[src/verilog/uart_pkg.sv]
package uart_pkg;

    // Serial bit period counted in clk_50M cycles
    localparam int bit_cycles = 16;
    localparam int bit_cnt_w  = $clog2(bit_cycles);
    localparam int data_bits  = 8;                      // 8N1 framing

    typedef logic [bit_cnt_w-1:0] bit_cnt_t;
    typedef logic [data_bits-1:0] byte_t;
    typedef logic [2:0]           bit_idx_t;            // Index of the data bit

    // Counter end values for a full period and for half a period
    localparam bit_cnt_t bit_last  = bit_cnt_t'(bit_cycles - 1);
    localparam bit_cnt_t half_last = bit_cnt_t'(bit_cycles / 2 - 1);
    localparam bit_idx_t idx_last  = bit_idx_t'(data_bits - 1);

    typedef enum logic [1:0] {
        rx_idle,                                        // Line high, waiting for start edge
        rx_start,                                       // Checking start bit at mid-bit
        rx_data,                                        // Shifting in data bits
        rx_stop                                         // Stop bit check
    } rx_state_t;

endpackage

[src/verilog/sram_pkg.sv]
package sram_pkg;

    // BaseRAM geometry
    localparam int sram_addr_w    = 20;
    localparam int sram_data_w    = 32;
    localparam int bytes_per_word = sram_data_w / 8;

    typedef logic [sram_addr_w-1:0]            sram_addr_t;
    typedef logic [sram_data_w-1:0]            sram_data_t;
    typedef logic [$clog2(bytes_per_word)-1:0] byte_idx_t;

    localparam byte_idx_t last_byte = byte_idx_t'(bytes_per_word - 1);

    // Width of the write strobe in clk_50M cycles
    localparam int write_cycles = 3;
    typedef logic [$clog2(write_cycles)-1:0] we_cnt_t;
    localparam we_cnt_t write_last = we_cnt_t'(write_cycles - 1);

    // Byte FIFO between receiver and loader
    localparam int fifo_depth = 16;
    localparam int fifo_ptr_w = $clog2(fifo_depth);
    typedef logic [fifo_ptr_w-1:0] fifo_ptr_t;
    typedef logic [fifo_ptr_w:0]   fifo_cnt_t;          // One extra bit for full
    localparam fifo_cnt_t fifo_full_count = fifo_cnt_t'(fifo_depth);

    localparam int led_w = 16;
    typedef logic [led_w-1:0] led_t;

    typedef enum logic [1:0] {
        ld_collect,                                     // Gathering bytes from FIFO
        ld_setup,                                       // CE low, bus driven
        ld_strobe,                                      // WE low
        ld_recover                                      // WE high, CE still low
    } loader_state_t;

endpackage

[src/verilog/sram_loader.sv]
`timescale 1ns/100ps

module sram_loader
    import uart_pkg::*;
    import sram_pkg::*;
(
    input  logic       clk_50M,
    input  logic       reset,
    input  logic       hold,
    input  byte_t      fifo_byte,
    input  logic       fifo_empty,
    output logic       pop,
    output sram_addr_t base_ram_addr,
    output sram_data_t write_data,
    output logic       data_drive,
    output logic       base_ram_ce_n,
    output logic       base_ram_we_n,
    output sram_addr_t word_count
);

    loader_state_t state;
    byte_idx_t     byte_idx;                            // Next byte lane to fill
    we_cnt_t       we_cnt;
    sram_addr_t    word_addr;

    // Hold only stops new pops, a write already started runs to the end
    assign pop = (state == ld_collect) && !fifo_empty && !hold;

    // Words are stored from address zero up, so the address is also the count
    assign base_ram_addr = word_addr;
    assign word_count    = word_addr;

    // Little-endian packing, first byte ends in bits 7:0
    always_ff @(posedge clk_50M) begin
        if (pop)
            write_data <= {fifo_byte, write_data[sram_data_w-1:data_bits]};
    end

    always_ff @(posedge clk_50M) begin
        if (reset) begin
            state         <= ld_collect;
            byte_idx      <= '0;
            we_cnt        <= '0;
            word_addr     <= '0;
            data_drive    <= 1'b0;
            base_ram_ce_n <= 1'b1;
            base_ram_we_n <= 1'b1;
        end else begin
            case (state)
                ld_collect: begin
                    if (pop) begin
                        byte_idx <= byte_idx + 1'b1;
                        if (byte_idx == last_byte) begin
                            state         <= ld_setup;
                            base_ram_ce_n <= 1'b0;  // Select chip, drive bus
                            data_drive    <= 1'b1;
                        end
                    end
                end
                ld_setup: begin
                    state         <= ld_strobe;
                    we_cnt        <= '0;
                    base_ram_we_n <= 1'b0;          // Address settled, start write
                end
                ld_strobe: begin
                    if (we_cnt == write_last) begin
                        state         <= ld_recover;
                        base_ram_we_n <= 1'b1;      // Data latched on this edge
                    end else begin
                        we_cnt <= we_cnt + 1'b1;
                    end
                end
                ld_recover: begin
                    state         <= ld_collect;
                    base_ram_ce_n <= 1'b1;
                    data_drive    <= 1'b0;
                    word_addr     <= word_addr + 1'b1;
                end
                default: state <= ld_collect;
            endcase
        end
    end

endmodule

[config.mk]
export PLATFORM = sky130hd
export DESIGN_NAME = sram_loader
export DESIGN_NICKNAME = d
export VERILOG_FILES = /design/src/verilog/uart_pkg.sv /design/src/verilog/sram_pkg.sv /design/src/verilog/sram_loader.sv
export SDC_FILE = /design/constraint.sdc
export NUM_CORES = 1
export LEC_CHECK = 0
export BUFFER_PORTS_ARGS = -buffer_cell sky130_fd_sc_hd__buf_2
export CELL_PAD_IN_SITES_DETAIL_PLACEMENT = 1
export CELL_PAD_IN_SITES_GLOBAL_PLACEMENT = 2
export CORE_UTILIZATION = 30
export DETAILED_ROUTE_END_ITERATION = 10
export PLACE_DENSITY_LB_ADDON = 0.12
export SETUP_SLACK_MARGIN = 0.15
export SLEW_MARGIN = 10
export SYNTH_ARGS = -nofsm -noshare
export SYNTH_HDL_FRONTEND = slang
export SYNTH_SLANG_ARGS = --single-unit
[constraint.sdc]
create_clock -name clk_50M -period 3.38 [get_ports clk_50M]
set_clock_uncertainty 0.15 [all_clocks]
set_input_delay 0.676 -clock clk_50M [delete_from_list [all_inputs] [get_ports clk_50M]]
set_output_delay 0.676 -clock clk_50M [all_outputs]
set_load 0.01 [all_outputs]
Word-level counts from Yosys, hierarchy flattened
Index checks and enable logic that the tools add are counted.

word-level totals
  flip-flop bits (word level) = 61
  input port bits = 12
  output and inout port bits = 76

operators by class
  add/subtract/negate cells = 3
  multiplexer cells = 14
  reductions and logical operators = 12
  equal/unequal tests = 9

operators with widths
  kind                   number
  $add 20x1->20 const B  1
  $eq 2x2->1 const B     4
  $mux 2                 4
  $pmux 2 s4             1
  $ne 2x2->1 const B     3
  $pmux 1 s2             3
  $reduce_and 2->1       3
  $reduce_and 3->1       2
  $mux 1                 5
  $add 2x1->2 const B    2
  $pmux 2 s2             1
  $reduce_bool 2->1      2
  $eq 2x1->1 const B     1
  $logic_and 1x1->1      2
  $logic_not 1->1        2
  $logic_not 2->1        1
  $ne 2x1->1 const B     1

Depth between registers and ports, before layout
Gate-level depths: netlist of the first run.

  word-level depth = 5
  gate-level depth with buffers = 6
  depth with buffers taken out = 6

Worst setup path after synthesis of the first run
OpenSTA, ideal clock, no wires.

  path type = input-to-output
  start point = in fifo_empty
  end point = out pop
  data required time = 2.554 ns
  stages on the path = 3
  setup slack = 0.543 ns
  arrival time = 2.011 ns
  path through = nor2_1 -> and2_1 -> clkbuf_1

between the ends
  word-level cells in the longest chain between the ends = 3

RTL lines
  item                            RTL line           source
  start: declaration              sram_loader.sv:11  input logic fifo_empty,
  $logic_not 1->1                 sram_loader.sv:27  assign pop = (state == ld_collect) && !fifo_empty && !hold;
  $logic_and 1x1->1 (2 in a row)  sram_loader.sv:27
  end: declaration                sram_loader.sv:12  output logic pop,

Every way passes these cells.

Worst setup path after layout of the first run
  start point = reg state[0]
  end point = out pop

between the ends
  word-level cells in the longest chain between the ends = 3

RTL lines
  item                            RTL line           source
  start: declaration              sram_loader.sv:21  loader_state_t state;
  start signal: assignment        sram_loader.sv:41  state <= ld_collect;
  start signal: assignment        sram_loader.sv:54  state <= ld_setup;
  start signal: assignment        sram_loader.sv:61  state <= ld_strobe;
  $logic_not 2->1                 sram_loader.sv:27
  $logic_and 1x1->1 (2 in a row)  sram_loader.sv:27

Every way passes these cells.

==> results.md, run 1 <==
- Number of inserted filler cells in the final layout: between 800 and 900
- Transition time at the pin with the least slew margin: ~540 ps
- Met3 Usage GRT: 0.0320
- Register-to-Register Path Depth: 5
- Total Power: 1.86 mW
- Worst min-delay path startpoint: write_data[20]
- Synthesized instance count: 209
- Tmin final: 2460 ps
- Largest net degree at the start of global routing: 30
- GP Congestion: approximately 0.65
- Hold buffer count at CTS: 0
- Hold-critical path endpoint: write_data[12]
- Clock Tree Buf Depth: 2
- Core outline area: 7810 µm²
- Post-Syn Area per Cell: 11.7 µm²
- Arrival time reported for the critical path endpoint: 1630 ps
- Most common flop cell mapped by yosys: sky130_fd_sc_hd__edfxtp_1
- Number of warnings printed during yosys synthesis: 0
- Run status: complete, no violations
- Register clock-pin slew on the reported worst setup and hold paths: 70 ps
- Net count after synthesis: around 230
- Fraction of final layout cells with drive strength greater than 1: 0.365
- Final Routed Wirelength: 5180 µm
- Total count of max-transition violations in the final report: 0
- Post-synthesis register bit count: between 60 and 70
- Worst slew margin relative to its limit: 0.639
- Total number of nets in the final design: roughly 300
- WHS Path Cells: 0
- Leakage power figure: 1.31 nW
- Die Width: 92.5 µm
- Number of library cell types mapped by synthesis: 30
- Total of max-cap violations: 0
- Critical Path Sink Type: primary output
- HP Class: register to register
- Number of DRC markers in iteration 0: 64
- Crit path launch type: register
- Number of sinks on the clock net: 61
- Antenna fix cells: 0
- Drt wl/cell: 13.3 µm
- Endpoints failing hold: 0
- Synthesized area: 2450 µm²
- Unrepaired setup endpoints after global routing: no
- Fraction of the yosys area taken by sequential cells: 0.628
- Congestion Overflow GR: 0
- Worst R2R End: base_ram_addr[19]
- Post-route cell area: 3100 µm²
- Post-cts sizing count: 0
- Area Overhead vs Synth: 26.2%
- FFs w/ async S/R, synth: 0
- Layer with the highest usage: met2
- Placement Setup Slack: 970 ps
- GR met1 Demand/Resource: 0.169
- H-tree levels: 3
- Crit share post-route: 0.727
- Summed negative setup slack over all endpoints: 0 ps
- Path type of the worst setup path: register to primary output
- Antenna violations before repair: 0
- Die Span Y: 92.5 µm
- Number of input and output port buffers inserted: 87
- Worst-path fanout max: 16
- Setup Buffers After CTS: 0
- Inserted Clock Buffers: 9
- Crit Reg-Reg Startpoint: state[0]
- Clock latency on the worst-skew pair: 330 ps
- Post-detail-place hpwl: 3680 µm
- Total cell area at the placement stage: 2860 µm²
- Maximum ir drop on the vdd rail: 0.284 mV
- Number of enable flip-flop cells after synthesis: 32
- WP data required: 2550 ps
- Clock root cell: sky130_fd_sc_hd__clkbuf_8
- DRT Pass-1 Iters: 4
- Global-route wire length before repair: about 8200 µm
- Area taken by multi-input logic gates: between 700 and 800 µm²
- Effective utilization at floorplan: 0.314
- Maximum clock frequency: 407 MHz
- CTS tree: built
- Power Dens Cells: between 600 and 700 nW/µm²
- Via/cell ratio: 4.48
- Worst setup slack for register-to-register paths: between 1000 and 1500 ps
- Sequential cell area in the final layout: 1540 µm²
- Number of placed I/O pins: 88
- Minimum setup slack in the final design: 923 ps
- Overall Global Routing Usage: 0.126
- Residual DRC count: 0
- Via Count: approximately 1,700
- Number of cell rows: 32
- Via count of the first global-routing pass: 1,672
- Met2 Resource Use GR: 0.193
- Area enclosed by the die boundary: between 8000 and 9000 µm²
- Number of setup violations in the final report: 0
- Remaining antenna violation count: 0
-- worst max-delay path by stage --
stage	startpoint	to	depth (start not counted)	slack, ps
finish	state[0]	pop	5	920
global route	state[1]	pop	5	810
CTS	state[0]	pop	5	890
detailed placement	fifo_empty	pop	5	970
global placement	fifo_empty	pop	5	1010
floorplan	fifo_empty	pop	3	540
-- registers in the layout, summed over array words and instances, names as in the netlist --
name	flops
state	2
base_ram_addr	20
base_ram_we_n	1
byte_idx	2
we_cnt	2
data_drive	1
base_ram_ce_n	1
write_data	32
-- synth_stat cells, types with 2 or more instances --
| cell | number | share of area |
|---|---|---|
| sky130_fd_sc_hd__nor3_1 | 3 | 0.0061 |
| sky130_fd_sc_hd__buf_4 | 20 | 0.061 |
| sky130_fd_sc_hd__nand3_1 | 8 | 0.016 |
| sky130_fd_sc_hd__or3_1 | 8 | 0.020 |
| sky130_fd_sc_hd__clkbuf_1 | 5 | 0.0076 |
| sky130_fd_sc_hd__xnor2_1 | 6 | 0.021 |
| sky130_fd_sc_hd__ha_1 | 7 | 0.036 |
| sky130_fd_sc_hd__nand2_1 | 9 | 0.014 |
| sky130_fd_sc_hd__nand4_1 | 3 | 0.0076 |
| sky130_fd_sc_hd__mux2i_1 | 4 | 0.016 |
| sky130_fd_sc_hd__edfxtp_1 | 32 | 0.39 |
| sky130_fd_sc_hd__nor2_1 | 20 | 0.031 |
| sky130_fd_sc_hd__o21bai_1 | 2 | 0.0061 |
| sky130_fd_sc_hd__dfxtp_1 | 29 | 0.24 |
| sky130_fd_sc_hd__or4_1 | 4 | 0.012 |
| sky130_fd_sc_hd__xor2_1 | 5 | 0.018 |
| sky130_fd_sc_hd__a21oi_1 | 12 | 0.024 |
| sky130_fd_sc_hd__and4_1 | 2 | 0.0071 |
| sky130_fd_sc_hd__o21ai_0 | 10 | 0.020 |
| sky130_fd_sc_hd__inv_1 | 8 | 0.012 |
| sky130_fd_sc_hd__nor2b_1 | 3 | 0.0076 |
-- power by group --
part           internal [mW]  total (mW)  switching (mW)  leakage [nW]
registers              0.855       0.884          0.0298         0.534
logic                 0.0775       0.193           0.116         0.652
clock network          0.507       0.784           0.277         0.121
total                   1.44        1.86           0.423          1.31
-- per-layer routing --
layer,vias up,part of all wire
met4,0,0.018
met2,48,0.45
met3,8,0.047
met1,832,0.48
met5,-,0
li1,861,-
-- cell type report --
cell class,instances,area share
flip-flops and latches,61,0.497
well taps,102,0.0412
inverters,8,0.00969
clock buffers,11,0.0456
repair buffers,89,0.145
multi-input cells,114,0.229
clock inverters,5,0.0319
-- critical path, stage by stage (launching register included) --
cell                      delay [ps]
sky130_fd_sc_hd__dfxtp_1         340
sky130_fd_sc_hd__inv_1            80
sky130_fd_sc_hd__ha_1            270
sky130_fd_sc_hd__and2_1          180
sky130_fd_sc_hd__buf_4           250
sky130_fd_sc_hd__buf_2           170
-- cell usage in the layout (no fill, tap or decap) --
cell                         n
sky130_fd_sc_hd__a21oi_1    12
sky130_fd_sc_hd__a22oi_1     1
sky130_fd_sc_hd__a31oi_1     1
sky130_fd_sc_hd__and2_1      1
sky130_fd_sc_hd__and3_1      1
sky130_fd_sc_hd__and4_1      2
sky130_fd_sc_hd__buf_2      87
sky130_fd_sc_hd__buf_4       2
sky130_fd_sc_hd__bufinv_16   3
sky130_fd_sc_hd__clkbuf_1    1
sky130_fd_sc_hd__clkbuf_8   10
sky130_fd_sc_hd__clkinv_1    1
sky130_fd_sc_hd__clkinv_2    1
sky130_fd_sc_hd__dfxtp_1    29
sky130_fd_sc_hd__edfxtp_1   32
sky130_fd_sc_hd__ha_1        7
sky130_fd_sc_hd__inv_1       8
sky130_fd_sc_hd__mux2i_1     4
sky130_fd_sc_hd__nand2_1     9
sky130_fd_sc_hd__nand3_1     8
sky130_fd_sc_hd__nand4_1     3
sky130_fd_sc_hd__nand4_2     1
sky130_fd_sc_hd__nor2_1     20
sky130_fd_sc_hd__nor2b_1     3
sky130_fd_sc_hd__nor3_1      3
sky130_fd_sc_hd__nor4_1      1
sky130_fd_sc_hd__o21ai_0    10
sky130_fd_sc_hd__o21bai_1    2
sky130_fd_sc_hd__o31ai_1     1
sky130_fd_sc_hd__or3_1       8
sky130_fd_sc_hd__or3b_2      1
sky130_fd_sc_hd__or4_1       4
sky130_fd_sc_hd__xnor2_1     6
sky130_fd_sc_hd__xor2_1      5
-- cells by family after synthesis --
logic type / after synthesis / synth area share
adders and majority gates: 7 / 0.0357
buffers and inverters: 34 / 0.0831
xor gates and xnor gates: 11 / 0.0392
AOI/OAI and AO/OA: 27 / 0.0596
DFF: 61 / 0.628
muxes: 4 / 0.0163
and+or+nand+nor: 65 / 0.138
-- metrics by stage --
step	instances	hold WS, ps	util
finish	390	295	0.397
global route	390	300	0.397
CTS	390	293	0.397
detailed placement	374	279	0.366
global placement	374	273	0.366
floorplan	209	315	-
Note: power is estimated with default switching activity, not from simulation.
==> run 2: changes to the inputs <==
- clock period: 3.38 -> 2.3 ns (I/O delays scaled with it)
==> results.md, run 2 (synthesized netlist as in run 1, its figures left out) <==
- Crit Reg-Reg Startpoint: base_ram_addr[0]
- Run status: complete, no violations
- Antenna fix cells: 0 (unchanged)
- Congestion Overflow GR: 0 (unchanged)
- Area Overhead vs Synth: 27.1%
- Area taken by multi-input logic gates: 721 µm² (+1.6%)
- Commonest cells after routing, fill and taps aside: 87 x sky130_fd_sc_hd__buf_2, 32 x sky130_fd_sc_hd__edfxtp_1, 28 x sky130_fd_sc_hd__dfxtp_1
- Total number of nets in the final design: 305 (+0.99%)
- Most common cell after layout, fill and taps aside: sky130_fd_sc_hd__buf_2
- Post-detail-place hpwl: 3870 µm (+5.3%)
- Last element of the critical path: base_ram_addr[16]
- Residual DRC count: 0 (unchanged)
- Total of max-cap violations: 0 (unchanged)
- Power Dens Cells: 841 nW/µm² (+40%)
- GP Congestion: 0.688 (+5.6%)
- Overall Global Routing Usage: 0.130 (+0.00393)
- Arrival time reported for the critical path endpoint: 2130 ps (+500 ps)
- Sequential cell area in the final layout: 1540 µm² (about the same)
- Die Span Y: 92.5 µm (unchanged)
- Number of DRC markers in iteration 0: 42 (-34%)
- Via count of the first global-routing pass: 1,713 (+2.5%)
- Antenna violations before repair: 0 (unchanged)
- Number of sinks on the clock net: 61 (unchanged)
- Clock latency on the worst-skew pair: 330 ps (about the same)
- Remaining antenna violation count: 0 (unchanged)
- Register-to-Register Path Depth: 5 (unchanged)
- Clock Tree Buf Depth: 2 (unchanged)
- Inserted Clock Buffers: 9 (unchanged)
- Number of cell rows: 32 (unchanged)
- Area enclosed by the die boundary: 8550 µm² (unchanged)
- Largest net degree at the start of global routing: 35 (+17%)
- Register clock-pin slew on the reported worst setup and hold paths: 70 ps (about the same)
- Global-route wire length before repair: 8400 µm (+1.8%)
- Maximum ir drop on the vdd rail: 0.405 mV (+42%)
- Via/cell ratio: 4.51 (+0.48%)
- Setup Buffers After CTS: 0 (unchanged)
- Worst setup slack for register-to-register paths: 280 ps (-850 ps)
- Register name with the most flops: write_data
- Summed negative setup slack over all endpoints: 0 ps (unchanged)
- Largest register FFs: 32 (unchanged)
- Transition time at the pin with the least slew margin: 568 ps (+26.4 ps)
- Tmin final: 2020 ps
- Final Routed Wirelength: 5340 µm (+3.2%)
- H-tree levels: 3 (unchanged)
- Placement Setup Slack: 266 ps (-703 ps)
- Number of setup violations in the final report: 0 (unchanged)
- Core outline area: 7810 µm² (unchanged)
- Maximum clock frequency: 496 MHz
- CTS tree: built
- Unrepaired setup endpoints after global routing: no
- Number of input and output port buffers inserted: 87 (unchanged)
- Worst-path fanout max: 7 (-9)
- Crit share post-route: 0.877
- DRT Pass-1 Iters: 4 (unchanged)
- Effective utilization at floorplan: 0.314 (unchanged)
- Minimum setup slack in the final design: 283 ps (-640 ps)
- Number of placed I/O pins: 88 (unchanged)
- Critical Path Sink Type: register
- Worst R2R End: base_ram_addr[16]
- Path type of the worst setup path: register to register
- Crit path launch type: register
- Number of inserted filler cells in the final layout: 909 (+2.4%)
- Drt wl/cell: 13.6 µm (+2.4%)
- WP data required: 2410 ps (-140 ps)
- HP Class: primary input to register
- Critical Path Source: base_ram_addr[0]
- Total count of max-transition violations in the final report: 0 (unchanged)
- Via Count: 1,771 (+1.3%)
- Total Power: 2.62 mW (+41%)
- Worst slew margin relative to its limit: 0.621 (-0.0176)
- Die Width: 92.5 µm (unchanged)
- Leakage power figure: 1.31 nW (+0.45%)
- Endpoints failing hold: 0 (unchanged)
- Fraction of final layout cells with drive strength greater than 1: 0.388 (+0.0237)
- Clock root cell: sky130_fd_sc_hd__clkbuf_8
run 2: area by class of cell:
type,count,area share
clock inverter,6,0.0277
timing repair buffer,92,0.156
sequential,61,0.494
inverter,8,0.00962
multi-input combinational,114,0.231
tap,102,0.0409
clock buffer,10,0.0409
run 2: worst min path at each step:
stage | start | to | slack (ps) | cells past startpoint
CTS | fifo_byte[3] | write_data[27] | 130 | 1
finish | fifo_byte[3] | write_data[27] | 150 | 1
global route | fifo_byte[4] | write_data[28] | 130 | 1
detailed placement | write_data[19] | write_data[11] | 280 | 0
global placement | write_data[27] | write_data[19] | 270 | 0
floorplan | byte_idx[1] | byte_idx[1] | 310 | 2
run 2: per-stage QoR:
stage	utilization	instance area, µm²	std cells	hold slack [ps]
floorplan	-	2460	209	315
global placement	0.371	2890	377	274
detailed placement	0.371	2890	377	277
CTS	0.398	3110	393	131
global route	0.400	3120	393	130
finish	0.400	3120	393	150
run 2: worst max-delay path: stages (launching register included):
cell and delay [ps]:
sky130_fd_sc_hd__dfxtp_1 450, sky130_fd_sc_hd__ha_1 230, sky130_fd_sc_hd__inv_1 50, sky130_fd_sc_hd__or4_1 590, sky130_fd_sc_hd__or3_1 340, sky130_fd_sc_hd__a21oi_1 150
run 2: timing repair:
action                                 in CTS  in global routing
setup endpoints to repair                   0                  4
resized for setup                           0                  4
endpoints found under the hold margin       0                  0
hold buffers                                0                  0
run 2: metal layers:
metal | part of all wire | GRT usage
met1 | 0.44 | 0.162
met2 | 0.48 | 0.201
met3 | 0.059 | 0.0419
met4 | 0.022 | 0.0703
met5 | 0 | 0
run 2: power breakdown:
part,switching (mW),internal (mW)
clock,0.424,0.610
sequential,0.0421,1.26
combinational,0.173,0.120
