==> src/verilog/uart_pkg.sv <==
package uart_pkg;

    // Serial bit period counted in clk_50M cycles
    localparam int bit_cycles = 16;
    localparam int bit_cnt_w  = $clog2(bit_cycles);
    localparam int data_bits  = 8;                      // 8N1 framing

    typedef logic [bit_cnt_w-1:0] bit_cnt_t;
    typedef logic [data_bits-1:0] byte_t;
    typedef logic [2:0]           bit_idx_t;            // Index of the data bit

    // Counter end values for a full period and for half a period
    localparam bit_cnt_t bit_last  = bit_cnt_t'(bit_cycles - 1);
    localparam bit_cnt_t half_last = bit_cnt_t'(bit_cycles / 2 - 1);
    localparam bit_idx_t idx_last  = bit_idx_t'(data_bits - 1);

    typedef enum logic [1:0] {
        rx_idle,                                        // Line high, waiting for start edge
        rx_start,                                       // Checking start bit at mid-bit
        rx_data,                                        // Shifting in data bits
        rx_stop                                         // Stop bit check
    } rx_state_t;

endpackage

==> src/verilog/uart_rx.sv <==
`timescale 1ns/100ps

module uart_rx
    import uart_pkg::*;
(
    input  logic  clk_50M,
    input  logic  reset,
    input  logic  rxd,
    output byte_t rx_byte,
    output logic  byte_valid
);

    logic      rxd_meta;
    logic      rxd_sync;
    rx_state_t state;
    bit_cnt_t  bit_cnt;
    bit_idx_t  bit_idx;
    byte_t     shift_reg;
    logic      frame_bad;                               // Stop bit sampled low

    // Two-flop synchronizer, idles high like the line
    always_ff @(posedge clk_50M) begin
        if (reset) begin
            rxd_meta <= 1'b1;
            rxd_sync <= 1'b1;
        end else begin
            rxd_meta <= rxd;
            rxd_sync <= rxd_meta;
        end
    end

    always_ff @(posedge clk_50M) begin
        if (reset) begin
            state      <= rx_idle;
            bit_cnt    <= '0;
            bit_idx    <= '0;
            frame_bad  <= 1'b0;
            byte_valid <= 1'b0;
        end else begin
            byte_valid <= 1'b0;
            case (state)
                rx_idle: begin
                    bit_cnt <= '0;
                    if (!rxd_sync)
                        state <= rx_start;              // Falling edge seen
                end
                rx_start: begin
                    if (bit_cnt == half_last) begin
                        bit_cnt <= '0;
                        bit_idx <= '0;
                        // A line back high at mid start bit was only a glitch
                        state   <= rxd_sync ? rx_idle : rx_data;
                    end else begin
                        bit_cnt <= bit_cnt + 1'b1;
                    end
                end
                rx_data: begin
                    if (bit_cnt == bit_last) begin
                        bit_cnt <= '0;
                        bit_idx <= bit_idx + 1'b1;
                        if (bit_idx == idx_last)
                            state <= rx_stop;
                    end else begin
                        bit_cnt <= bit_cnt + 1'b1;
                    end
                end
                rx_stop: begin
                    if (frame_bad) begin
                        if (rxd_sync) begin             // Line recovered
                            frame_bad <= 1'b0;
                            state     <= rx_idle;
                        end
                    end else if (bit_cnt == bit_last) begin
                        bit_cnt <= '0;
                        if (rxd_sync) begin
                            byte_valid <= 1'b1;
                            state      <= rx_idle;
                        end else begin
                            frame_bad <= 1'b1;          // Framing error, drop byte
                        end
                    end else begin
                        bit_cnt <= bit_cnt + 1'b1;
                    end
                end
                default: state <= rx_idle;
            endcase
        end
    end

    // LSB arrives first, so shift in from the top
    always_ff @(posedge clk_50M) begin
        if (state == rx_data && bit_cnt == bit_last)
            shift_reg <= {rxd_sync, shift_reg[data_bits-1:1]};
        if (state == rx_stop && !frame_bad && bit_cnt == bit_last)
            rx_byte <= shift_reg;
    end

endmodule

==> config.mk <==
export PLATFORM = sky130hd
export DESIGN_NAME = uart_rx
export DESIGN_NICKNAME = d
export VERILOG_FILES = /design/src/verilog/uart_pkg.sv /design/src/verilog/uart_rx.sv
export SDC_FILE = /design/constraint.sdc
export NUM_CORES = 1
export LEC_CHECK = 0
export BUFFER_PORTS_ARGS = -buffer_cell sky130_fd_sc_hd__buf_2
export CORE_MARGIN = 1
export CORE_UTILIZATION = 40
export DETAILED_ROUTE_END_ITERATION = 12
export MAX_ROUTING_LAYER = met4
export PLACE_DENSITY = 0.69
export SLEW_MARGIN = 20
export SYNTH_ARGS = -nofsm -noshare
export SYNTH_HDL_FRONTEND = slang
export SYNTH_SLANG_ARGS = --single-unit
==> constraint.sdc <==
create_clock -name clk_50M -period 3.6 [get_ports clk_50M]
set_input_delay 0.72 -clock clk_50M [delete_from_list [all_inputs] [get_ports clk_50M]]
set_output_delay 0.72 -clock clk_50M [all_outputs]
set_load 0.05 [all_outputs]
== Yosys cells after proc, flatten, opt, wreduce, memory -nomap -nowiden ==
Index checks and enable logic that the tools add are counted.

* Register bits: 29
* Bits in latches: 0
* Bits in writable memories: 0
* Memory bits (read-only): 0
* Bits of input ports: 3
* Output and inout port bits: 9
* Word-level logic and storage cells: 54
* Memories kept: 0

* Add/sub/neg operators: 2
* Multiply operators: 0
* Divide/modulo/power cells: 0
* Magnitude comparators: 0
* Equal/unequal tests: 12
* Shift operators: 0
* Muxes and demuxes: 20
* Bitwise logic cells: 2
* Reduce and logical (&&, ||, !) cells: 9

{| class="wikitable"
|+ Operator list
! kind !! number
|-
| $mux 2 || 8
|-
| $pmux 4 s4 || 1
|-
| $mux 4 || 3
|-
| $ne 2x2->1 const B || 5
|-
| $pmux 2 s4 || 1
|-
| $mux 3 || 2
|-
| $pmux 3 s2 || 1
|-
| $reduce_and 5->1 || 1
|-
| $add 4x1->4 const B || 1
|-
| $eq 2x2->1 const B || 2
|-
| $eq 4x3->1 const B || 1
|-
| $eq 4x4->1 const B || 1
|-
| $mux 1 || 4
|-
| $reduce_or 4->1 || 1
|-
| $add 3x1->3 const B || 1
|-
| $eq 3x3->1 const B || 1
|-
| $logic_and 1x1->1 || 3
|-
| $ne 3x3->1 const B || 1
|-
| $reduce_and 3->1 || 1
|-
| $eq 2x1->1 const B || 1
|-
| $logic_not 2->1 || 1
|-
| $not 1->1 || 2
|-
| $reduce_bool 2->1 || 1
|-
| $logic_not 1->1 || 1
|}

== Logic depth before layout (Yosys ltp) ==
Gate-level depths: netlist of the first run.

* Depth after elaboration: 4
* Gate-level depth with buffers: 6
* Mapped depth without buffers: 5

== Least setup slack after synthesis of the first run ==
OpenSTA, ideal clock, no wires.

* Path kind: register to register
* Start point: reg (tool-made name)
* End point: reg shift_reg[0], enable pin
* Setup time: 370 ps
* Arrival: 1101 ps
* Data required time: 3230 ps
* Slack: 2129 ps
* Cell stages (with the launch flop): 4
* Path buffers: 1
* Period minus slack after synthesis: 1471 ps
* Path through: dfxtp_1 -> buf_6 -> or2b_1 -> nor2_1

{| class="wikitable"
|+ RTL lines
! item !! line !! text
|-
| end signal, assigned || uart_rx.sv:93 || <nowiki>shift_reg <= {rxd_sync, shift_reg[data_bits-1:1]};</nowiki>
|-
| end, declared || uart_rx.sv:18 || <nowiki>byte_t shift_reg;</nowiki>
|}

==> results of run 1 <==
layout make-up:
| cell class | instances | area, µm² |
|---|---|---|
| multi-input cells | 61 | 392 |
| inverters | 3 | 11.3 |
| flip-flops and latches | 29 | 741 |
| fillers | 270 | 1470 |
| well taps | 31 | 38.8 |
| repair buffers | 11 | 55.1 |
| clock inverters | 2 | 35.0 |
| clock buffers | 6 | 41.3 |
through the flow:
stage | cells | utilization [%] | hold WS (ns)
global route | 143 | 47.2 | 0.428
finish | 143 | 47.2 | 0.417
CTS | 143 | 47.2 | 0.421
global placement | 135 | 44.5 | 0.403
floorplan | 98 | - | 0.389
detailed placement | 135 | 44.5 | 0.398
final timing paths:
| path | from | endpoint | slack [ns] |
|---|---|---|---|
| max | register | rx_byte[6]$_DFFE_PP_ | 1.70 |
| max reg2reg | register | rx_byte[6]$_DFFE_PP_ | 1.70 |
| min reg2reg | rxd_meta$_SDFF_PP1_ | rxd_sync$_SDFF_PP1_ | 0.42 |
| min | rxd_meta$_SDFF_PP1_ | rxd_sync$_SDFF_PP1_ | 0.42 |
cell families after synthesis:
group                      count (synthesis)  synth area share [%]
buffers and inverters                      8                  5.23
xor gates and xnor gates                   1                 0.733
adders and majority gates                  3                  3.14
and+or+nand+nor                           38                  17.0
DFF                                       29                  62.0
AOI/OAI and AO/OA                         19                  11.9
power by group:
part | internal, W | switching [W]
Clock | 0.000145 | 0.000111
Combinational | 0.00000922 | 0.0000105
Sequential | 0.000349 | 0.00000886
Total | 0.000504 | 0.000130
layer usage:
layer,global-route usage (%),vias up
met3,6.91,4
met2,20.2,24
li1,-,391
met1,16.3,363
met5,-,-
met4,8.36,0
cells in the final DEF, fill, tap and decap left out, drive strengths merged:
cell      n
inv       3
and3b     1
nor3      1
nor2b     1
clkinv    1
xnor2     1
o41ai     2
nor2      9
a2111oi   1
buf      11
a221oi    1
bufinv    1
or2       2
nand3b    2
nor3b     2
a32o      1
or2b      1
ha        3
a32oi     1
a31oi     1
dfxtp    13
a21oi     6
and3      1
nor4b     1
nand4     1
and2      1
clkbuf    6
a41oi     1
a311oi    1
nand3     7
edfxtp   16
nand2     8
o21ai     4
==> impl_metrics.toml, run 1 <==
[power_and_ir_drop]
leakage_nw = 0.452
peakVddDrop_mv = 0.328
powerDensity_mw_per_mm2 = 483
p_total_w = 0.000634

[floorplanning]
coreArea_mm2 = 0.00278
die_w_um = 56.7
initial_core_util_pct = 43.0
rows = 19
die_y_um = 56.7
io_pins = 12
dieArea_mm2 = 0.00321

[timing]
finalCriticalPeriod_ns = 1.90
setup_tns_ns = 0
report.final.slew_viol_count = 0
rsz0062_at_grt = "no"
worst_pin_slew_ns = 0.650
skew_ns = 0.0105
finalSetupViolations = 0
timing.final.ws_setup_ns = 1.70
max_slew_margin_pct = 56.5
hold_violations = 0
timing.fmax_mhz = 525
finalCritPeriodShare_pct = 52.9

[route]
post-route-drc-count = 0
viasPerCell = 5.47
wl_met1_um = 831
ant_nets = 0
first_pass_iters = 4
wl_met2_um = 878
avgRoutedWirePerCell_um = 13.1
top_layer = "met4"
routed_wl_um = 1870
dr.first_iter.drc_count = 19
vias = 782
wl_met3_um = 116

[yosys]
synth_common_cells = "16 x edfxtp_1, 13 x dfxtp_1, 9 x nor2_1, 8 x nand2_1, 7 x nand3_1"
synth_edf_count = 16
synth_seq_area_share_pct = 62.0
synth_nets = 104
netlist_area_mm2 = 0.00119
synth_seq_cells = 29
yosys.cell_types.count = 35
synthCells = 98
yosysWarnings = 0
synth_most_common_cell = "edfxtp_1"
async_flop_share_pct = 0
synth_flop_cell = "edfxtp_1"
synth_area_leaders = "edfxtp_1 40%, dfxtp_1 22%, ha_1 3.1%"
syn_avg_cell_area_um2 = 12.2
synth_top_area_cell = "edfxtp_1"
synth_top_area_share_pct = 40.2

[setup_path]
path_cells = "nor2b_1 -> nand2_1 -> nor2_1"
crit_arrival_ns = 1.87
crit_type = "reg -> reg"
critPathLaunchType = "register"
cp_max_fo = 20
path_depth = 3
slowest_stage = "dfxtp_1"
r2r_cells = 3
path_delay_family = "simple AND/OR/NAND/NOR gates"
critPathRequiredTime_ns = 3.57
end_kind = "register"
max_stage_delay_ns = 0.69
cp_num_buf_inv = 0

[clocking]
cts_hold_buf = 0
numCtsBuffers = 5
clock-sinks = 29
cts_tree = "done"
clk-insertion-delay-late_ns = 0.33
cts.reportedPaths.clkPinSlew_ns = 0.09
clockRootBuffer = "clkbuf_4"
cts-resized-gates = 0
htreeDepth = 2
cts_post_setup_buffers_inserted = 0
clock_path_buffers = 2

[final_layout]
design_area_mm2 = 0.00131
finalNetCount = 117
drive_above_1_share_pct = 22.3
syn2layout_area_growth_pct = 9.95
antenna_cells = 0

[hold_path]
worstHoldPathCells = 1
hold_class = "reg -> reg"

[place]
hpwl_um = 1250
port_buffers = 11
placed_area_mm2 = 0.00124
place_ws_ns = 1.66
gp_congestion = 0.820

[outcome]
status = "finished clean"

[global_routing]
antenna_found_initial = 0
grt-ovfl-total = 0
grt_pass1_vias = 717
grt_usage_pct = 14.3
grt_max_degree = 21
grt_pass1_wl_um = 3220

[job]
max-cap-violations = 0
Power figures use the tool's default switching activity.
==> run 2: changes to the inputs <==
==> constraint.sdc (replaced) <==
create_clock -name clk_50M -period 2 [get_ports clk_50M]
set_input_delay 0.4 -clock clk_50M [delete_from_list [all_inputs] [get_ports clk_50M]]
set_output_delay 0.4 -clock clk_50M [all_outputs]
set_load 0.05 [all_outputs]
==> impl_metrics.toml, run 2 (synthesis results as in run 1) <==
[place]
gp_congestion = 0.774
place_ws_ns = 0.409
port_buffers = 11
hpwl_um = 1240

[global_routing]
grt_usage_pct = 14.1
grt_pass1_wl_um = 3080
grt_pass1_vias = 664
grt-ovfl-total = 0
antenna_found_initial = 0
grt_max_degree = 21

[setup_path]
slowest_stage = "dfxtp_1"
r2r_end = "rx_byte[3]$_DFFE_PP_"
r2r_setup_slack_ns = 0.38
end_kind = "register"
crit_arrival_ns = 1.66
crit_type = "reg -> reg"
r2r_cells = 4
critPathRequiredTime_ns = 2.05
max_stage_delay_ns = 0.71
path_cells = "nor2b_1 -> nand2_1 -> nor2_1 -> buf_4"
critPathLaunchType = "register"
cp_max_fo = 20

[final_layout]
final_cell_mix = "16 x edfxtp_1, 13 x dfxtp_1, 11 x buf_2"
finalNetCount = 119
antenna_cells = 0
syn2layout_area_growth_pct = 9.01
final_common_cell = "edfxtp_1"
drive_above_1_share_pct = 22.8

[clocking]
clk-insertion-delay-late_ns = 0.33
numCtsBuffers = 5
clockRootBuffer = "clkbuf_4"
cts_post_setup_buffers_inserted = 0
clock_path_buffers = 2
clock-sinks = 29
cts_hold_buf = 0
htreeDepth = 2
cts.reportedPaths.clkPinSlew_ns = 0.09
cts-resized-gates = 0
cts_tree = "done"

[route]
dr.first_iter.drc_count = 18
post-route-drc-count = 0
avgRoutedWirePerCell_um = 13.1
vias = 804
routed_wl_um = 1910
first_pass_iters = 4
ant_nets = 0
viasPerCell = 5.54

[floorplanning]
rows = 19
io_pins = 12
die_y_um = 56.7
initial_core_util_pct = 43.0
dieArea_mm2 = 0.00321
coreArea_mm2 = 0.00278
die_w_um = 56.7

[timing]
timing.fmax_mhz = 617
report.final.slew_viol_count = 0
finalCritPeriodShare_pct = 81.0
worst_pin_slew_ns = 0.601
hold_violations = 0
finalCriticalPeriod_ns = 1.62
finalSetupViolations = 0
timing.final.ws_setup_ns = 0.380
max_slew_margin_pct = 59.9
setup_tns_ns = 0
rsz0062_at_grt = "no"
skew_ns = 0.00634

[hold_path]
hold_start = "rxd"
worstHoldPathCells = 2
min_to = "rxd_meta$_SDFF_PP1_"
hold_class = "in -> reg"

[outcome]
status = "finished clean"

[power_and_ir_drop]
peakVddDrop_mv = 0.508
p_int_w = 0.000771
p_sw_w = 0.000234
combPwrFrac_pct = 3.6
sw_frac_of_total_pct = 23.3
seqPwrFrac_pct = 64.1
clkPwrFrac_pct = 32.3
leakage_nw = 0.451
powerDensity_mw_per_mm2 = 772

[job]
max-cap-violations = 0
## run 2: changes by cell type in the layout (fill, tap and decap cells not counted)
cell	previous run	this run
buf_4	0	2
bufinv_16	1	0
clkbuf_1	1	0
clkinv_1	0	2
## run 2: power by group through the flow
stage,Sequential (W),Combinational [W],Clock [W]
after floorplan,0.000647,0.0000463,0
after global routing,0.000647,0.0000392,0.000359
after CTS,0.000644,0.0000351,0.000333
after detailed placement,0.000658,0.0000351,0
final,0.000645,0.0000357,0.000325
after global placement,0.000657,0.0000346,0
## run 2: final cells by class
class | instances | area, µm²
flip-flops and latches | 29 | 741
repair buffers | 13 | 70.1
multi-input cells | 61 | 392
clock inverters | 3 | 12.5
well taps | 31 | 38.8
inverters | 3 | 11.3
fillers | 254 | 1480
clock buffers | 5 | 37.5
## run 2: worst max path at each step
stage,start,endpoint
after floorplan,register,shift_reg[0]$_DFFE_PP_
after global placement,register,shift_reg[0]$_DFFE_PP_
after detailed placement,register,rx_byte[0]$_DFFE_PP_
after CTS,register,rx_byte[1]$_DFFE_PP_
after global routing,register,rx_byte[1]$_DFFE_PP_
final,register,rx_byte[3]$_DFFE_PP_
## run 2: stage by stage
stage                     cell area [µm²]  hold WS, ns  cells  utilization (%)  power (W)
final                                1300        0.261    145             46.8    0.00101
after global routing                 1300        0.235    145             46.8    0.00105
after CTS                            1300        0.246    145             46.8    0.00101
after detailed placement             1250        0.403    137             45.0   0.000693
after global placement               1250        0.404    137             45.0   0.000691
after floorplan                      1190        0.389     98                -   0.000693
## run 2: metal layers
layer  vias to the layer above  GRT usage, %  routed length (µm)
met4                         0          9.41                  55
met3                         7          6.91                 112
met1                       377          17.2                 909
met2                        23          18.2                 827
li1                        397             -                   -
met5                         -             -                   0
## run 2: worst max-delay path: cells and delay by family, from the launching register on
family	cells	cell delay [ns]
AND/OR/NAND/NOR	3	0.45
flip-flops	1	0.71
buffers and inverters	1	0.18
==> run 3: changes to the inputs <==
--- a/config.mk
+++ b/config.mk
@@ -5,6 +5,7 @@
 export SDC_FILE = /design/constraint.sdc
 export NUM_CORES = 1
 export LEC_CHECK = 0
+export ABC_AREA = 1
 export BUFFER_PORTS_ARGS = -buffer_cell sky130_fd_sc_hd__buf_2
 export CORE_MARGIN = 1
 export CORE_UTILIZATION = 40
==> constraint.sdc (replaced) <==
create_clock -name clk_50M -period 1.5 [get_ports clk_50M]
set_input_delay 0.3 -clock clk_50M [delete_from_list [all_inputs] [get_ports clk_50M]]
set_output_delay 0.3 -clock clk_50M [all_outputs]
set_load 0.05 [all_outputs]
==> impl_metrics.toml, run 3 <==
[outcome]
status = "finished clean"

[power_and_ir_drop]
p_int_w = 0.00105
combPwrFrac_pct = 6.2
seqPwrFrac_pct = 62.5
sw_frac_of_total_pct = 22.9
peakVddDrop_mv = 0.882
clkPwrFrac_pct = 31.3
leakage_nw = 0.557
powerDensity_mw_per_mm2 = 1030
p_sw_w = 0.000313
p_total_w = 0.00137

[timing]
finalSetupViolations = 0
finalCriticalPeriod_ns = 1.40
timing.final.ws_setup_ns = 0.102
finalCritPeriodShare_pct = 93.2
max_slew_margin_pct = 80.0
rsz0062_at_grt = "no"
report.final.slew_viol_count = 0
skew_ns = 0.0149
worst_pin_slew_ns = 0.297
hold_violations = 0
timing.fmax_mhz = 715

[global_routing]
antenna_found_initial = 0
grt_usage_pct = 14.8
grt-ovfl-total = 0
grt_pass1_wl_um = 3290
grt_max_degree = 10
grt_pass1_vias = 791

[yosys]
netlist_area_mm2 = 0.00114
synth_top_area_share_pct = 42.3
synth_most_common_cell = "edfxtp_1"
syn_avg_cell_area_um2 = 10.6
yosys.cell_types.count = 20
synth_nets = 113
synth_common_cells = "16 x edfxtp_1, 14 x nand2_1, 13 x dfxtp_1, 10 x nor2_1"
synth_flop_cell = "edfxtp_1"
synth_top_area_cell = "edfxtp_1"
yosysWarnings = 0
synthCells = 107
async_flop_share_pct = 0
synth_seq_cells = 29
synth_seq_area_share_pct = 65.2
synth_area_leaders = "edfxtp_1 42%, dfxtp_1 23%, nand2_1 4.6%"
synth_edf_count = 16

[clocking]
clockRootBuffer = "clkbuf_4"
cts_tree = "done"
clock-sinks = 29
numCtsBuffers = 5
cts.reportedPaths.clkPinSlew_ns = 0.09
clk-insertion-delay-late_ns = 0.32
htreeDepth = 2
clock_path_buffers = 2

[route]
avgRoutedWirePerCell_um = 12.0
vias = 786
routed_wl_um = 1910
first_pass_iters = 4
viasPerCell = 4.94
dr.first_iter.drc_count = 12
ant_nets = 0
post-route-drc-count = 0

[hold_path]
hold_class = "in -> reg"
hold_start = "rxd"
worstHoldPathCells = 2
min_to = "rxd_meta$_SDFF_PP1_"

[final_layout]
antenna_cells = 0
seqCellArea_um2 = 741
multiInputGateArea_um2 = 365
fillers = 226
final_common_cell = "edfxtp_1"
design_area_mm2 = 0.00133
syn2layout_area_growth_pct = 17.1
finalNetCount = 134
post-route-util_pct = 51.4
drive_above_1_share_pct = 27.9
final_cell_mix = "16 x edfxtp_1, 14 x nand2_1, 13 x dfxtp_1"

[setup_path]
crit_arrival_ns = 1.42
cp_max_fo = 8
r2r_cells = 5
r2r_end = "rx_byte[2]$_DFFE_PP_"
critPathRequiredTime_ns = 1.52
reg2reg_from = "bit_cnt[1]$_SDFFE_PP0P_"
crit_type = "reg -> reg"
end_kind = "register"
r2r_setup_slack_ns = 0.10
critPathLaunchType = "register"

[place]
placed_area_mm2 = 0.00127
place_ws_ns = -0.0230
gp_congestion = 0.837
hpwl_um = 1400
port_buffers = 11

[floorplanning]
rows = 18
die_w_um = 55.3
die_y_um = 55.3
initial_core_util_pct = 43.9
coreArea_mm2 = 0.00259
dieArea_mm2 = 0.00306
io_pins = 12

[job]
max-cap-violations = 0
[run 3: cell types whose count changed in the layout (fill, tap and decap cells not counted), sizes merged, moves of 2 or more]
cell and delta:
nor3b -2, inv +9, nand3b -2, nor2 +5, o21ai +5, a21oi +3, clkinv -2, o41ai -2
nand2 +8, o21bai +2, clkbuf +2
[run 3: cells by family (layout without fill, tap and decap cells)]
| kind of cell | count (synthesis) | in the layout | synth area share, % |
|---|---|---|---|
| compound gates | 21 | 21 | 10.2 |
| fa+ha+maj | 3 | 3 | 3.30 |
| buf+inv | 12 | 34 | 3.96 |
| flops | 29 | 29 | 65.2 |
| simple gates | 42 | 42 | 17.3 |
[run 3: critical path, cell delays in order, from the launching register on]
cell and delay (ns):
dfxtp_1 0.38, ha_1 0.24, nand2_1 0.10, nor2_2 0.13
nand2_1 0.11, inv_4 0.13
[run 3: repair_timing]
item                                    CTS  global route
pin swaps                                 0             0
resized for setup                         1             4
hold buffers                              0             0
gates cloned                              0             0
hold endpoints to repair                  0             0
endpoints found under the setup margin    8            15
setup buffers                             0             0
[run 3: cell type report]
type	instances	area share, %
timing repair buffer	14	6.77
clock inverter	1	0.282
inverter	12	3.57
multi-input combinational	66	27.5
tap	30	2.82
clock buffer	7	3.39
sequential	29	55.7
[run 3: metal layers]
metal  global-route usage, %  wire length (µm)
met1                    15.6               869
met2                    23.8               960
met3                    7.73                67
met4                    5.36                 8
met5                       -                 0
[run 3: power by group through the flow]
stage               Combinational, W  Sequential [W]  Clock [W]
finish                     0.0000852        0.000855   0.000427
CTS                        0.0000855        0.000855   0.000444
floorplan                  0.0000599        0.000871          0
global placement           0.0000819        0.000872          0
global route               0.0000993        0.000856   0.000487
detailed placement         0.0000852        0.000873          0
[run 3: worst max path at each step]
stage                                        from                      end  slack [ns]
after detailed placement  bit_cnt[1]$_SDFFE_PP0P_     rx_byte[4]$_DFFE_PP_       -0.02
after global placement    bit_cnt[1]$_SDFFE_PP0P_     rx_byte[3]$_DFFE_PP_        0.06
final                     bit_cnt[1]$_SDFFE_PP0P_     rx_byte[2]$_DFFE_PP_        0.10
after floorplan           bit_cnt[0]$_SDFFE_PP0P_  bit_idx[0]$_SDFFE_PP0P_        0.08
after CTS                 bit_cnt[1]$_SDFFE_PP0P_  bit_idx[0]$_SDFFE_PP0P_        0.06
after global routing      bit_cnt[1]$_SDFFE_PP0P_     rx_byte[6]$_DFFE_PP_       0.006
[run 3: per-stage QoR]
| step | TNS (ns) | hold slack [ns] | cells |
|---|---|---|---|
| finish | 0 | 0.165 | 159 |
| global route | 0 | 0.140 | 159 |
| CTS | 0 | 0.154 | 159 |
| detailed placement | -0.183 | 0.396 | 151 |
| global placement | 0 | 0.395 | 151 |
| floorplan | 0 | 0.369 | 107 |
